$ cat config.mk
export PLATFORM = sky130hd
export DESIGN_NAME = daqTop
export DESIGN_NICKNAME = d
export VERILOG_FILES = /design/src/logic/daqPkg.sv /design/src/logic/configRegisters.sv /design/src/logic/daqTop.sv /design/src/logic/holdGenerator.sv /design/src/logic/slowControlShifter.sv /design/src/logic/triggerCoincidence.sv
export SDC_FILE = /design/constraint.sdc
export NUM_CORES = 1
export LEC_CHECK = 0
export ABC_AREA = 1
export BUFFER_PORTS_ARGS = -buffer_cell sky130_fd_sc_hd__clkbuf_2
export CORE_UTILIZATION = 60
export CTS_BUF_LIST = sky130_fd_sc_hd__clkbuf_8
export DETAILED_ROUTE_END_ITERATION = 8
export PLACE_DENSITY = 0.82
export SYNTH_ARGS = -nofsm -noshare
export SYNTH_HDL_FRONTEND = slang
export SYNTH_SLANG_ARGS = --single-unit
export TNS_END_PERCENT = 10
$ cat constraint.sdc
create_clock -name Clk -period 4.6 [get_ports Clk]
set_input_delay 1.15 -clock Clk [delete_from_list [all_inputs] [get_ports Clk]]
set_output_delay 1.15 -clock Clk [all_outputs]
set_load 0.01 [all_outputs]
$ cat src/logic/daqPkg.sv
`default_nettype none

package daqPkg;

    //////////////////////////////////////////////////////////////////////
    // Field widths
    //////////////////////////////////////////////////////////////////////
    localparam int CMD_ADDR_BITS   = 4;
    localparam int CMD_DATA_BITS   = 12;
    localparam int CMD_WORD_BITS   = CMD_ADDR_BITS + CMD_DATA_BITS;
    localparam int DAC_BITS        = 10;
    localparam int HEADER_BITS     = 8;
    localparam int HOLD_DELAY_BITS = 8;
    localparam int HOLD_TIME_BITS  = 12;
    localparam int SC_WORD_BITS    = 38;                    // Header plus three DACs
    localparam int SC_CNT_BITS     = $clog2(SC_WORD_BITS);
    localparam int SYNC_STAGES     = 2;                     // Trigger synchronizer depth

    typedef logic [CMD_WORD_BITS-1:0]   cmdWordT;           // Address on top, data below
    typedef logic [CMD_ADDR_BITS-1:0]   cmdAddrT;
    typedef logic [CMD_DATA_BITS-1:0]   cmdDataT;
    typedef logic [DAC_BITS-1:0]        dacCodeT;           // Threshold DAC code
    typedef logic [HEADER_BITS-1:0]     headerT;
    typedef logic [HOLD_DELAY_BITS-1:0] holdDelayT;         // Clock cycles
    typedef logic [HOLD_TIME_BITS-1:0]  holdTimeT;          // Clock cycles
    typedef logic [SC_WORD_BITS-1:0]    scWordT;            // Sent MSB first
    typedef logic [SC_CNT_BITS-1:0]     scBitCntT;

    // Command addresses
    localparam cmdAddrT ADDR_DAC0       = 4'd1;
    localparam cmdAddrT ADDR_DAC1       = 4'd2;
    localparam cmdAddrT ADDR_DAC2       = 4'd3;
    localparam cmdAddrT ADDR_HEADER     = 4'd4;
    localparam cmdAddrT ADDR_TRIG_MODE  = 4'd5;
    localparam cmdAddrT ADDR_HOLD_EN    = 4'd6;
    localparam cmdAddrT ADDR_HOLD_DELAY = 4'd7;
    localparam cmdAddrT ADDR_HOLD_TIME  = 4'd8;
    localparam cmdAddrT ADDR_LOAD       = 4'd9;             // Starts a slow control shift

    //////////////////////////////////////////////////////////////////////
    // State machines and configuration
    //////////////////////////////////////////////////////////////////////
    typedef enum logic [1:0] {
        trigSingle   = 2'd0,    // Trigger 0 only
        trigOr       = 2'd1,
        trigAnd      = 2'd2,
        trigExternal = 2'd3
    } trigModeT;

    // Gray order, so the srCk decode never glitches
    typedef enum logic [1:0] {
        scIdle      = 2'b00,
        scShiftLow  = 2'b01,
        scShiftHigh = 2'b11,
        scDone      = 2'b10
    } scStateT;

    typedef enum logic [1:0] {
        hgIdle,
        hgDelay,
        hgHolding
    } holdStateT;

    typedef struct packed {
        dacCodeT   dac0;
        dacCodeT   dac1;
        dacCodeT   dac2;
        headerT    header;
        trigModeT  trigMode;
        logic      holdEn;
        holdDelayT holdDelay;
        holdTimeT  holdTime;
    } daqConfigT;

    localparam daqConfigT CONFIG_RESET = '{
        dac0: '0, dac1: '0, dac2: '0, header: '0,
        trigMode: trigOr, holdEn: 1'b0, holdDelay: '0, holdTime: '0
    };

endpackage

`default_nettype wire

$ cat src/logic/configRegisters.sv
`timescale 1ns/10ps
`default_nettype none

module configRegisters (
    input  wire logic              Clk,
    input  wire logic              rstN,
    input  wire logic              cmdValid,
    input  wire daqPkg::cmdWordT   cmdWord,
    input  wire logic              scBusy,     // From shifter
    output logic                   cmdReady,
    output daqPkg::daqConfigT      daqConfig,
    output logic                   scLoad      // One cycle, starts the shifter
);
    import daqPkg::*;

    cmdAddrT cmdAddr;
    cmdDataT cmdData;
    logic    cmdAccept;

    // Word split
    assign cmdAddr = cmdWord[CMD_WORD_BITS-1 -: CMD_ADDR_BITS];
    assign cmdData = cmdWord[CMD_DATA_BITS-1:0];

    // Host stalls while a shift runs
    assign cmdReady  = ~scBusy;
    assign cmdAccept = cmdValid & cmdReady;     // Transfer on this edge

    //////////////////////////////////////////////////////////////////////
    // Field decode
    //////////////////////////////////////////////////////////////////////
    always_ff @(posedge Clk) begin
        if (!rstN) begin
            daqConfig <= CONFIG_RESET;
        end else if (cmdAccept) begin
            case (cmdAddr)
                ADDR_DAC0:       daqConfig.dac0      <= cmdData[DAC_BITS-1:0];
                ADDR_DAC1:       daqConfig.dac1      <= cmdData[DAC_BITS-1:0];
                ADDR_DAC2:       daqConfig.dac2      <= cmdData[DAC_BITS-1:0];
                ADDR_HEADER:     daqConfig.header    <= cmdData[HEADER_BITS-1:0];
                ADDR_TRIG_MODE: begin
                    daqConfig.trigMode <= trigModeT'(cmdData[$bits(trigModeT)-1:0]);
                end
                ADDR_HOLD_EN:    daqConfig.holdEn    <= cmdData[0];
                ADDR_HOLD_DELAY: daqConfig.holdDelay <= cmdData[HOLD_DELAY_BITS-1:0];
                ADDR_HOLD_TIME:  daqConfig.holdTime  <= cmdData[HOLD_TIME_BITS-1:0];
                default: begin
                    // Load and unused addresses leave the fields alone
                end
            endcase
        end
    end

    // Load strobe, one cycle after the accepted load word
    always_ff @(posedge Clk) begin
        if (!rstN) begin
            scLoad <= 1'b0;
        end else begin
            scLoad <= cmdAccept && (cmdAddr == ADDR_LOAD);
        end
    end

endmodule

`default_nettype wire

$ cat src/logic/daqTop.sv
`timescale 1ns/10ps
`default_nettype none

module daqTop (
    input  wire logic             Clk,
    input  wire logic             rstN,
    // Host command stream
    input  wire logic             cmdValid,
    input  wire daqPkg::cmdWordT  cmdWord,
    output wire logic             cmdReady,
    // ASIC pins
    input  wire logic [2:0]       outTrigB,
    input  wire logic             extTrigB,
    output wire logic             srCk,
    output wire logic             srIn,
    output wire logic             hold,
    // Status
    output wire logic             configDone,
    output wire logic             trigOut
);
    import daqPkg::*;

    wire daqConfigT daqConfig;  // Decoded fields to all blocks
    wire logic      scLoad;
    wire logic      scBusy;

    configRegisters regs (
        .Clk       (Clk),
        .rstN      (rstN),
        .cmdValid  (cmdValid),
        .cmdWord   (cmdWord),
        .scBusy    (scBusy),
        .cmdReady  (cmdReady),
        .daqConfig (daqConfig),
        .scLoad    (scLoad)
    );

    slowControlShifter shifter (
        .Clk        (Clk),
        .rstN       (rstN),
        .scLoad     (scLoad),
        .daqConfig  (daqConfig),
        .scBusy     (scBusy),       // Back to register block for stalling
        .srCk       (srCk),
        .srIn       (srIn),
        .configDone (configDone)
    );

    triggerCoincidence trigSelect (
        .Clk       (Clk),
        .rstN      (rstN),
        .outTrigB  (outTrigB),
        .extTrigB  (extTrigB),
        .trigMode  (daqConfig.trigMode),
        .trigPulse (trigOut)
    );

    holdGenerator holdGen (
        .Clk       (Clk),
        .rstN      (rstN),
        .trigPulse (trigOut),
        .holdEn    (daqConfig.holdEn),
        .holdDelay (daqConfig.holdDelay),
        .holdTime  (daqConfig.holdTime),
        .hold      (hold)
    );

endmodule

`default_nettype wire

$ cat src/logic/holdGenerator.sv
`timescale 1ns/10ps
`default_nettype none

module holdGenerator (
    input  wire logic               Clk,
    input  wire logic               rstN,
    input  wire logic               trigPulse,
    input  wire logic               holdEn,
    input  wire daqPkg::holdDelayT  holdDelay,
    input  wire daqPkg::holdTimeT   holdTime,
    output logic                    hold
);
    import daqPkg::*;

    holdStateT state;
    holdTimeT  count;       // Shared by delay and width phases
    logic      trigAccept;

    // Zero width means no hold at all
    assign trigAccept = trigPulse && holdEn && (holdTime != '0);

    //////////////////////////////////////////////////////////////////////
    // Delay then width, retriggers ignored until idle
    //////////////////////////////////////////////////////////////////////
    always_ff @(posedge Clk) begin
        if (!rstN) begin
            state <= hgIdle;
            count <= '0;
            hold  <= 1'b0;
        end else begin
            case (state)
                hgIdle: begin
                    if (trigAccept && (holdDelay == '0)) begin
                        state <= hgHolding;         // Hold right after the pulse
                        count <= holdTime - 1'b1;
                        hold  <= 1'b1;
                    end else if (trigAccept) begin
                        state <= hgDelay;
                        count <= holdTimeT'(holdDelay) - 1'b1;
                    end
                end
                hgDelay: begin
                    if (count == '0) begin
                        state <= hgHolding;
                        count <= holdTime - 1'b1;
                        hold  <= 1'b1;
                    end else begin
                        count <= count - 1'b1;
                    end
                end
                hgHolding: begin
                    if (count == '0) begin
                        state <= hgIdle;            // Width done
                        hold  <= 1'b0;
                    end else begin
                        count <= count - 1'b1;
                    end
                end
                default: begin
                    state <= hgIdle;
                    hold  <= 1'b0;
                end
            endcase
        end
    end

endmodule

`default_nettype wire

$ cat src/logic/slowControlShifter.sv
`timescale 1ns/10ps
`default_nettype none

module slowControlShifter (
    input  wire logic               Clk,
    input  wire logic               rstN,
    input  wire logic               scLoad,
    input  wire daqPkg::daqConfigT  daqConfig,
    output logic                    scBusy,
    output logic                    srCk,       // ASIC samples on rising edge
    output logic                    srIn,
    output logic                    configDone  // One cycle after last bit
);
    import daqPkg::*;

    scStateT  state;
    scBitCntT bitCnt;       // Bits still to go after the current one
    scWordT   shiftReg;
    scWordT   paramWord;
    logic     loadStart;

    // ASIC parameter order, header first
    assign paramWord = {daqConfig.header, daqConfig.dac2, daqConfig.dac1, daqConfig.dac0};

    assign loadStart = (state == scIdle) && scLoad;   // Ignored unless idle

    //////////////////////////////////////////////////////////////////////
    // Bit sequencer
    //////////////////////////////////////////////////////////////////////
    always_ff @(posedge Clk) begin
        if (!rstN) begin
            state  <= scIdle;
            bitCnt <= '0;
        end else begin
            case (state)
                scIdle: begin
                    if (scLoad) begin
                        state  <= scShiftLow;
                        bitCnt <= scBitCntT'(SC_WORD_BITS - 1);
                    end
                end
                scShiftLow: begin
                    state <= scShiftHigh;       // Data settled, raise clock
                end
                scShiftHigh: begin
                    if (bitCnt == '0) begin
                        state <= scDone;        // 38th high phase over
                    end else begin
                        state  <= scShiftLow;
                        bitCnt <= bitCnt - 1'b1;
                    end
                end
                scDone: begin
                    state <= scIdle;
                end
                default: begin
                    state <= scIdle;
                end
            endcase
        end
    end

    // Word captured on load, advanced after each high phase
    always_ff @(posedge Clk) begin
        if (loadStart) begin
            shiftReg <= paramWord;
        end else if (state == scShiftHigh) begin
            shiftReg <= {shiftReg[SC_WORD_BITS-2:0], 1'b0};
        end
    end

    // Pin decode
    assign scBusy     = (state == scShiftLow) || (state == scShiftHigh);
    assign srCk       = (state == scShiftHigh);
    assign srIn       = scBusy & shiftReg[SC_WORD_BITS-1];   // Low outside a shift
    assign configDone = (state == scDone);

endmodule

`default_nettype wire

$ cat src/logic/triggerCoincidence.sv
`timescale 1ns/10ps
`default_nettype none

module triggerCoincidence (
    input  wire logic              Clk,
    input  wire logic              rstN,
    input  wire logic [2:0]        outTrigB,   // ASIC triggers, active low
    input  wire logic              extTrigB,   // External pin, active low
    input  wire daqPkg::trigModeT  trigMode,
    output logic                   trigPulse
);
    import daqPkg::*;

    logic [SYNC_STAGES-1:0][3:0] syncChain;    // Bit 3 external, bits 2..0 ASIC
    logic [3:0]                  trigSync;
    logic                        trigSel;
    logic                        trigSelPrev;

    // Synchronizer, inverted at the first stage so 1 means fired
    always_ff @(posedge Clk) begin
        if (!rstN) begin
            syncChain <= '0;
        end else begin
            syncChain <= {syncChain[SYNC_STAGES-2:0], ~{extTrigB, outTrigB}};
        end
    end

    assign trigSync = syncChain[SYNC_STAGES-1];

    // Coincidence select
    always_comb begin
        case (trigMode)
            trigSingle:   trigSel = trigSync[0];
            trigOr:       trigSel = |trigSync[2:0];
            trigAnd:      trigSel = &trigSync[2:0];
            trigExternal: trigSel = trigSync[3];
            default:      trigSel = 1'b0;
        endcase
    end

    // Rising edge of the selection, one cycle wide
    always_ff @(posedge Clk) begin
        if (!rstN) begin
            trigSelPrev <= 1'b0;
            trigPulse   <= 1'b0;
        end else begin
            trigSelPrev <= trigSel;
            trigPulse   <= trigSel & ~trigSelPrev;
        end
    end

endmodule

`default_nettype wire

==> results of run 1 <==
==> cells by family (layout without fill, tap and decap cells) <==
logic type      count (synthesis)  after routing  synth area share [%]
fa+ha+maj                      16             16                  3.08
flops                         133            133                  46.8
xor+xnor                       16             16                  2.15
buf+inv                       100            139                  6.29
simple gates                  365            365                  24.8
mux                            37             37                  6.41
compound gates                129            129                  10.4
==> routing by layer <==
metal | part of all wire (%) | routed length, um | vias to the layer above | track usage [%]
met3 | 6.1 | 926 | 48 | 5.70
met5 | 0 | 0 | - | 0
li1 | - | - | 2662 | -
met2 | 50 | 7620 | 185 | 50.2
met4 | 3.3 | 493 | 0 | 15.3
met1 | 40 | 6110 | 2527 | 33.6
==> through the flow <==
stage	instance area [um^2]	worst slack [ns]	util, %	total power [mW]
after floorplan	6500	2.23	-	2.48
after global placement	6720	1.60	64.5	2.68
after detailed placement	6720	1.42	64.5	2.74
after CTS	7210	1.85	69.2	3.95
after global routing	7210	1.60	69.2	4.18
final	7210	1.80	69.2	3.95
==> placed cells by master (no fill, tap or decap), types with 2 or more instances in the layout <==
master	Yosys	final
sky130_fd_sc_hd__a21oi_1	35	35
sky130_fd_sc_hd__a21oi_2	4	4
sky130_fd_sc_hd__a31oi_1	2	2
sky130_fd_sc_hd__buf_4	1	3
sky130_fd_sc_hd__bufinv_16	0	7
sky130_fd_sc_hd__clkbuf_2	1	28
sky130_fd_sc_hd__clkbuf_8	0	17
sky130_fd_sc_hd__clkinv_1	2	2
sky130_fd_sc_hd__dfxtp_1	95	95
sky130_fd_sc_hd__edfxtp_1	38	38
sky130_fd_sc_hd__ha_1	16	16
sky130_fd_sc_hd__inv_1	68	71
sky130_fd_sc_hd__inv_2	5	5
sky130_fd_sc_hd__inv_6	1	3
sky130_fd_sc_hd__mux2_2	37	37
sky130_fd_sc_hd__nand2_1	136	136
sky130_fd_sc_hd__nand2_2	6	6
sky130_fd_sc_hd__nand2_4	2	2
sky130_fd_sc_hd__nand3_1	43	43
sky130_fd_sc_hd__nand3_2	2	2
sky130_fd_sc_hd__nand3b_1	2	2
sky130_fd_sc_hd__nand4_1	3	3
sky130_fd_sc_hd__nor2_1	145	145
sky130_fd_sc_hd__nor2_2	8	8
sky130_fd_sc_hd__nor2_4	5	5
sky130_fd_sc_hd__nor3_1	4	4
sky130_fd_sc_hd__nor3_2	3	3
sky130_fd_sc_hd__o211ai_1	3	3
sky130_fd_sc_hd__o21ai_0	73	73
sky130_fd_sc_hd__o21ai_1	9	9
sky130_fd_sc_hd__xnor2_1	5	5
sky130_fd_sc_hd__xor2_1	11	11
==> path summary, 6_finish.rpt <==
path	from	to	slack (ns)
worst max register to register	shifter.state[1]	regs.daqConfig[36]	1.90
worst min-delay path	trigSelect.trigSelPrev	trigSelect.trigPulse	0.40
worst min register to register	trigSelect.trigSelPrev	trigSelect.trigPulse	0.40
worst max-delay path	cmdWord[15]	regs.daqConfig[36]	1.80
==> registers in the layout (all words and copies together) (netlist names) <==
register	cells
regs.scLoad	1
shifter.shiftReg	38
trigSelect.trigPulse	1
trigSelect.trigSync	4
shifter.bitCnt	6
regs.daqConfig	61
holdGen.hold	1
holdGen.state	2
holdGen.count	12
trigSelect.trigSelPrev	1
shifter.state	2
trigSelect.syncChain	4
==> worst reg2reg max path, delay by kind of cell (launching register included) <==
| kind | cells | cell delay, ns |
|---|---|---|
| and+or+nand+nor | 5 | 1.32 |
| buffers and inverters | 2 | 0.63 |
| DFF | 1 | 0.42 |
| adders and majority gates | 1 | 0.22 |
==> where the power goes <==
part           leakage (nW)  internal, mW  total [mW]  switching (mW)
Combinational          1.82         0.450        1.33           0.876
Clock                 0.254         0.753        1.21           0.457
Sequential             1.12          1.32        1.42          0.0976
==> cells in the mapped netlist, types with 3 or more instances <==
cell type,instances
sky130_fd_sc_hd__nor2_1,145
sky130_fd_sc_hd__nand2_1,136
sky130_fd_sc_hd__dfxtp_1,95
sky130_fd_sc_hd__o21ai_0,73
sky130_fd_sc_hd__inv_1,68
sky130_fd_sc_hd__nand3_1,43
sky130_fd_sc_hd__edfxtp_1,38
sky130_fd_sc_hd__mux2_2,37
sky130_fd_sc_hd__a21oi_1,35
sky130_fd_sc_hd__ha_1,16
sky130_fd_sc_hd__clkbuf_1,12
sky130_fd_sc_hd__xor2_1,11
sky130_fd_sc_hd__o21ai_1,9
sky130_fd_sc_hd__nor2_2,8
sky130_fd_sc_hd__buf_2,7
sky130_fd_sc_hd__nand2_2,6
sky130_fd_sc_hd__inv_2,5
sky130_fd_sc_hd__nor2_4,5
sky130_fd_sc_hd__xnor2_1,5
sky130_fd_sc_hd__a21oi_2,4
sky130_fd_sc_hd__nor3_1,4
sky130_fd_sc_hd__nand4_1,3
sky130_fd_sc_hd__nor3_2,3
sky130_fd_sc_hd__o211ai_1,3
==> area by class of cell <==
type / instances / area, um^2
clock inverters: 15 / 260
repair buffers: 31 / 163
fillers: 808 / 3200
well taps: 136 / 170
flip-flops and latches: 133 / 3040
multi-input cells: 563 / 3050
clock buffers: 17 / 234
inverters: 76 / 290
==> Flow_metrics.wiki, run 1 <==
{| class="wikitable"
! Metric !! Value
|-
| Arrival time at the worst endpoint || 3.12 ns
|-
| Post-cts resize count || 0
|-
| Buffers inserted by post-CTS timing repair || 0
|-
| Worst path required time || 4.92 ns
|-
| Core region area || 10,400 um^2
|-
| Die extent in x || 106 um
|-
| Worst hold stages || 1
|-
| Leakage dissipation || 3.19 nW
|-
| Total number of yosys warnings || 0
|-
| Worst path max stage delay || 0.80 ns
|-
| Most used flip-flop cell after synthesis || sky130_fd_sc_hd__dfxtp_1
|-
| Max H-tree Level || 4
|-
| Number of synthesized register bits || 133
|-
| Distinct cell type count after synthesis || 43
|-
| Number of rows in the core area || 37
|-
| Post-synthesis cell count || 796
|-
| Average cell area after synthesis || 8.17 um^2
|-
| Number of hold violations in the final report || 0
|-
| Slowest-stage cell, CP || sky130_fd_sc_hd__nor3_1
|-
| Setup repair after global routing missed its margin || false
|-
| Antenna Violating Nets Remaining || 0
|-
| Final max-slew violation count || 0
|-
| CP Max Fanout || 11
|-
| Library cell occupying the most area in the post-synthesis netlist || sky130_fd_sc_hd__dfxtp_1
|-
| Mapped Nets || 835
|-
| Number of antenna violations at the first check in global routing || 0
|-
| Bufs and invs on worst path || 3
|-
| Nets || 861
|-
| Clk sink count || 133
|-
| Overall track demand over capacity in global routing || 28.9%
|-
| Final setup viols || 0
|-
| Outcome || finished, final reports clean
|-
| Worst Reg-to-Reg Cells || 8
|-
| Drt initial violations || 406
|-
| TritonCTS Buffers || 17
|-
| Largest buffer count on any clock path || 2
|-
| Tightest hold margin || 0.400 ns
|-
| Layout Skew || 0.0163 ns
|-
| First-pass detailed-route iteration total || 5
|-
| Top cell type's share of synthesized area || 29.2%
|-
| Initial Utilization || 62.4%
|-
| Portion of the post-synthesis area used by sequential elements || 46.8%
|-
| CP dominant cell by count || sky130_fd_sc_hd__nor2_1
|-
| Slew of the pin with the lowest slew margin || 1.13 ns
|-
| Total standard cell area after synthesis || 6500 um^2
|-
| Skew-Pair Late Insertion Delay || 0.43 ns
|-
| CTS tree || done
|-
| Total negative slack for setup checks || 0 ns
|-
| Inst Count DP || 939
|-
| Detailed-route DRC error count || 0
|-
| DP Wirelength || 10.1 mm
|-
| Final std cells w/o fill || 971
|-
| Via count || 5,422
|-
| Max-slew headroom at the worst pin || 23.7%
|-
| Share of post-route cells with drive strength above 1 || 16.6%
|-
| Maximum number of pins on one net before global-route repair || 78
|-
| Clock slew seen by the registers of the worst setup and hold paths || 0.09 ns
|-
| CTS hold repair buffers || 0
|-
| Fmax || 357 MHz
|-
| Ratio of routed vias to standard cells || 5.58
|-
| Synth area leaders || sky130_fd_sc_hd__dfxtp_1 29%, sky130_fd_sc_hd__edfxtp_1 18%, sky130_fd_sc_hd__nor2_1 8.4%
|-
| Count of inserted antenna diode cells || 0
|-
| Layout Area Growth over Synthesis || 10.9%
|-
| Total congestion overflow || 0
|-
| Port Buffer Count || 28
|-
| Cell family contributing the most delay on the critical path || simple AND/OR/NAND/NOR gates
|-
| Routed length per instance || 15.6 um
|-
| Max Cap Violations || 0
|-
| Total routed wirelength || 15.2 mm
|-
| Critical Path End Type || register
|-
| Cell depth of the worst setup path || 7
|-
| Number of I/O pins || 29
|-
| Type of the tightest min-delay check || reg -> reg
|-
| Area enclosed by the die boundary || 11,300 um^2
|-
| Via count of the first global-routing pass || 5,485
|-
| Cell at the root of the clock tree || sky130_fd_sc_hd__clkbuf_8
|-
| Total power divided by cell area || 548 nW/um^2
|-
| Post-synth EDFFs || 38
|-
| Chain of cells forming the critical path || clkbuf_2 -> inv_1 -> nand2_1 -> nor3_1 -> clkinv_1 -> nor2_1 -> nor2_1
|-
| Clock period minus final worst setup slack || 2.80 ns
|-
| VDD IR-drop max || 0.000351 V
|-
| Crit Path Class || in -> reg
|-
| Share of async-settable or async-resettable flops after synthesis || 0%
|-
| First-pass GRT wire length || 25.4 mm
|-
| Share of the clock period used by the worst path after layout || 60.9%
|-
| Die H || 106 um
|-
| Placer Congestion || 0.926
|-
| Category of the worst setup path launch point || input pin
|}
Note: power is estimated with default switching activity, not from simulation.
==> run 2, diff against run 1 <==
Settings changed: ABC_AREA 1 to 0, CORE_UTILIZATION 60 to 58, PLACE_DENSITY 0.82 to 0.83.
Clock period 4.6 ns to 2.5 ns, I/O delays scaled along.
==> Flow_metrics.wiki, run 2 <==
{| class="wikitable"
! Metric !! Value
|-
| Mapped Nets || 638 (-24%)
|-
| Die H || 106 um (unchanged)
|-
| Chain of cells forming the critical path || inv_1 -> ha_1 -> nor2_1 -> nand3b_1 -> or4b_1 -> buf_4 -> mux2i_1 -> nor2_1
|-
| Share of async-settable or async-resettable flops after synthesis || 0% (unchanged)
|-
| Worst path max stage delay || 0.54 ns (-0.26 ns)
|-
| First-pass GRT wire length || 22.0 mm (-13%)
|-
| Cell family contributing the most delay on the critical path || simple AND/OR/NAND/NOR gates
|-
| Total power divided by cell area || 611 nW/um^2 (+11%)
|-
| Nets || 680 (-21%)
|-
| Type of the tightest min-delay check || in -> reg
|-
| Ratio of routed vias to standard cells || 5.73 (+2.6%)
|-
| Area enclosed by the die boundary || 11,300 um^2 (unchanged)
|-
| Main combinational cell family by area after synthesis || multiplexers
|-
| Category of the worst setup path launch point || register
|-
| Flip-flop count of the largest register, all copies and words added || 61 (unchanged)
|-
| Slew of the pin with the lowest slew margin || 0.820 ns (-0.315 ns)
|-
| Antenna Violating Nets Remaining || 0 (unchanged)
|-
| Clk sink count || 133 (unchanged)
|-
| Via count of the first global-routing pass || 4,465 (-19%)
|-
| Multi-input logic area || 3050 um^2 (-0.12%)
|-
| Arrival time at the worst endpoint || 2.66 ns (-0.46 ns)
|-
| VDD IR-drop max || 0.000691 V (+97%)
|-
| Skew-Pair Late Insertion Delay || 0.43 ns (about the same)
|-
| Critical Path End Type || register
|-
| Core region area || 10,400 um^2 (unchanged)
|-
| Portion of the post-synthesis area used by sequential elements || 48.4% (+1.6 points)
|-
| Crit Path Class || reg -> reg
|-
| Routed length per instance || 17.2 um (+10%)
|-
| Overall track demand over capacity in global routing || 25.4% (-3.6 points)
|-
| Adder-Cell Fraction of Synth Area || 3.18% (+0.11 points)
|-
| Placer Congestion || 0.851 (-8.1%)
|-
| Number of hold violations in the final report || 0 (unchanged)
|-
| Commonest cells after routing, fill and taps aside || 95 x sky130_fd_sc_hd__dfxtp_1, 82 x sky130_fd_sc_hd__nor2_1, 66 x sky130_fd_sc_hd__mux2i_1
|-
| Die extent in x || 106 um (unchanged)
|-
| Via count || 4,528 (-16%)
|-
| Setup repair after global routing missed its margin || false
|-
| Maximum number of pins on one net before global-route repair || 43 (-45%)
|-
| Layout Area Growth over Synthesis || 11.6%
|-
| Synth cell count leaders || 95 x sky130_fd_sc_hd__dfxtp_1, 82 x sky130_fd_sc_hd__nor2_1, 66 x sky130_fd_sc_hd__mux2i_1
|-
| Worst path required time || 2.82 ns (-2.10 ns)
|-
| Post-synth EDFFs || 38 (unchanged)
|-
| Initial Utilization || 60.4% (-2.1 points)
|-
| Number of synthesized register bits || 133 (unchanged)
|-
| Fraction of synthesized area in multiplexers || 17.5% (+11 points)
|-
| Final setup viols || 0 (unchanged)
|-
| Most frequent standard cell in the layout excluding fill and tap cells || sky130_fd_sc_hd__dfxtp_1
|-
| Final max-slew violation count || 0 (unchanged)
|-
| Largest buffer count on any clock path || 2 (unchanged)
|-
| Number of I/O pins || 29 (unchanged)
|-
| Cell at the root of the clock tree || sky130_fd_sc_hd__clkbuf_8
|-
| Top cell type's share of synthesized area || 30.2% (+1.0 points)
|-
| Final total power || 4.28 mW (+8.5%)
|-
| Port Buffer Count || 28 (unchanged)
|-
| TritonCTS Buffers || 17 (unchanged)
|-
| Number of inserted filler cells in the final layout || 764 (-5.4%)
|-
| Sequential cell area || 3040 um^2 (unchanged)
|-
| Fraction of the mapped netlist area in simple logic gates || 15.1% (-9.8 points)
|-
| Max-slew headroom at the worst pin || 44.9% (+21 points)
|-
| Drt initial violations || 338 (-17%)
|-
| Max Cap Violations || 0 (unchanged)
|-
| Fraction of the mapped netlist area in compound gates || 8.84% (-1.6 points)
|-
| CP dominant cell by count || sky130_fd_sc_hd__nor2_1
|-
| Synth area leaders || sky130_fd_sc_hd__dfxtp_1 30%, sky130_fd_sc_hd__edfxtp_1 18%, sky130_fd_sc_hd__mux2i_1 11%
|-
| Registers with the most flip-flops || regs.daqConfig: 61 flops, shifter.shiftReg: 38 flops, holdGen.count: 12 flops
|-
| Distinct cell type count after synthesis || 63 (+47%)
|-
| Share of the clock period used by the worst path after layout || 93.5%
|-
| CTS tree || done
|-
| Most used flip-flop cell after synthesis || sky130_fd_sc_hd__dfxtp_1
|-
| Bufs and invs on worst path || 2 (-1)
|-
| Clock slew seen by the registers of the worst setup and hold paths || 0.08 ns (about the same)
|-
| Library cell occupying the most area in the post-synthesis netlist || sky130_fd_sc_hd__dfxtp_1
|-
| CP Max Fanout || 10 (-1)
|-
| Total number of yosys warnings || 0 (unchanged)
|-
| Most frequent cell after synthesis || sky130_fd_sc_hd__dfxtp_1
|-
| Max H-tree Level || 4 (unchanged)
|-
| First-pass detailed-route iteration total || 4 (-1)
|-
| Clock period minus final worst setup slack || 2.34 ns
|-
| Total congestion overflow || 0 (unchanged)
|-
| Total routed wirelength || 13.6 mm (-10%)
|-
| Number of antenna violations at the first check in global routing || 0 (unchanged)
|-
| Detailed-route DRC error count || 0 (unchanged)
|-
| Average cell area after synthesis || 10.5 um^2 (+28%)
|-
| Most flop-heavy register || regs.daqConfig
|-
| Count of inserted antenna diode cells || 0 (unchanged)
|-
| DP Wirelength || 9.34 mm (-7.4%)
|-
| Outcome || finished, final reports clean
|-
| Post-synthesis cell count || 599 (-25%)
|-
| Total negative slack for setup checks || 0 ns (unchanged)
|-
| Post-synthesis share of cell area spent on xor and xnor gates || 3.46% (+1.3 points)
|-
| Total standard cell area after synthesis || 6290 um^2 (-3.3%)
|-
| Slowest-stage cell, CP || sky130_fd_sc_hd__or4b_1
|-
| Leakage dissipation || 2.80 nW (-12%)
|-
| Share of post-route cells with drive strength above 1 || 21.1% (+4.5 points)
|-
| Layout Skew || 0.0150 ns (-0.00131 ns)
|-
| Fmax || 428 MHz
|-
| Number of rows in the core area || 37 (unchanged)
|}
## run 2: cell types whose count changed after synthesis, sizes merged, moves of 7 or more
cell,change
a21oi,-15
inv,-54
mux2i,+66
nand2,-122
nand2b,+7
nand3,-39
nor2,-76
nor3,+8
nor4,+7
o21ai,-57
xnor2,+8
## run 2: through the flow
step	instances	setup WS [ns]	area (um^2)	hold WS [ns]	util (%)
2_1_floorplan	599	0.129	6290	0.367	-
3_3_place_gp	758	0.291	6680	0.372	64.1
3_5_place_dp	758	0.145	6680	0.375	64.1
4_1_cts	790	0.123	7010	0.324	67.3
5_1_grt	790	0.00735	7020	0.323	67.4
6_report	790	0.162	7020	0.335	67.4
## run 2: timing repair
| action | 4_1_cts | 5_1_grt |
|---|---|---|
| hold buffers | 0 | 0 |
| setup buffers | 0 | 0 |
| gates resized for setup | 0 | 1 |
| endpoints found under the setup margin | 0 | 1 |
## run 2: worst paths after layout
kind	start	endpoint	slack, ns	depth (start not counted)
max reg2reg	shifter.state[1]	regs.daqConfig[42]	0.16	8
max	shifter.state[1]	regs.daqConfig[42]	0.16	8
min reg2reg	trigSelect.trigSelPrev	trigSelect.trigPulse	0.38	1
min	outTrigB[0]	trigSelect.syncChain[0]	0.34	2
## run 2: per-layer routing
layer	part of all wire [%]	GRT usage, %
met1	42	31.0
met2	52	43.7
met3	5.1	6.01
met4	1.4	8.63
met5	0	0
## run 2: worst reg2reg max path, stage by stage, from the launching register on
cell and delay, ns:
sky130_fd_sc_hd__dfxtp_1 0.43, sky130_fd_sc_hd__inv_1 0.13, sky130_fd_sc_hd__ha_1 0.19, sky130_fd_sc_hd__nor2_1 0.20, sky130_fd_sc_hd__nand3b_1 0.26, sky130_fd_sc_hd__or4b_1 0.54, sky130_fd_sc_hd__buf_4 0.22, sky130_fd_sc_hd__mux2i_1 0.20
sky130_fd_sc_hd__nor2_1 0.06
## run 2: power by group
group / internal, mW / total, mW / switching (mW)
logic: 0.167 / 0.415 / 0.248
registers: 2.26 / 2.30 / 0.0388
clock network: 0.688 / 1.57 / 0.883
total: 3.12 / 4.28 / 1.17
## run 2: cell families (layout without fill, tap and decap cells)
logic type / count (synthesis) / in the layout
buffers and inverters: 47 / 102
AO/OA/AOI/OAI: 88 / 88
AND/OR/NAND/NOR: 186 / 186
multiplexers: 105 / 105
adder cells (fa/ha/maj): 16 / 16
flip-flops: 133 / 133
XOR/XNOR: 24 / 24
## run 2: area by class of cell
type | instances | share of cell area [%]
clock buffer | 17 | 3.33
clock inverter | 15 | 1.48
inverter | 20 | 1.07
multi-input combinational | 419 | 43.4
sequential | 133 | 43.4
tap | 136 | 2.43
timing repair buffer | 50 | 4.89
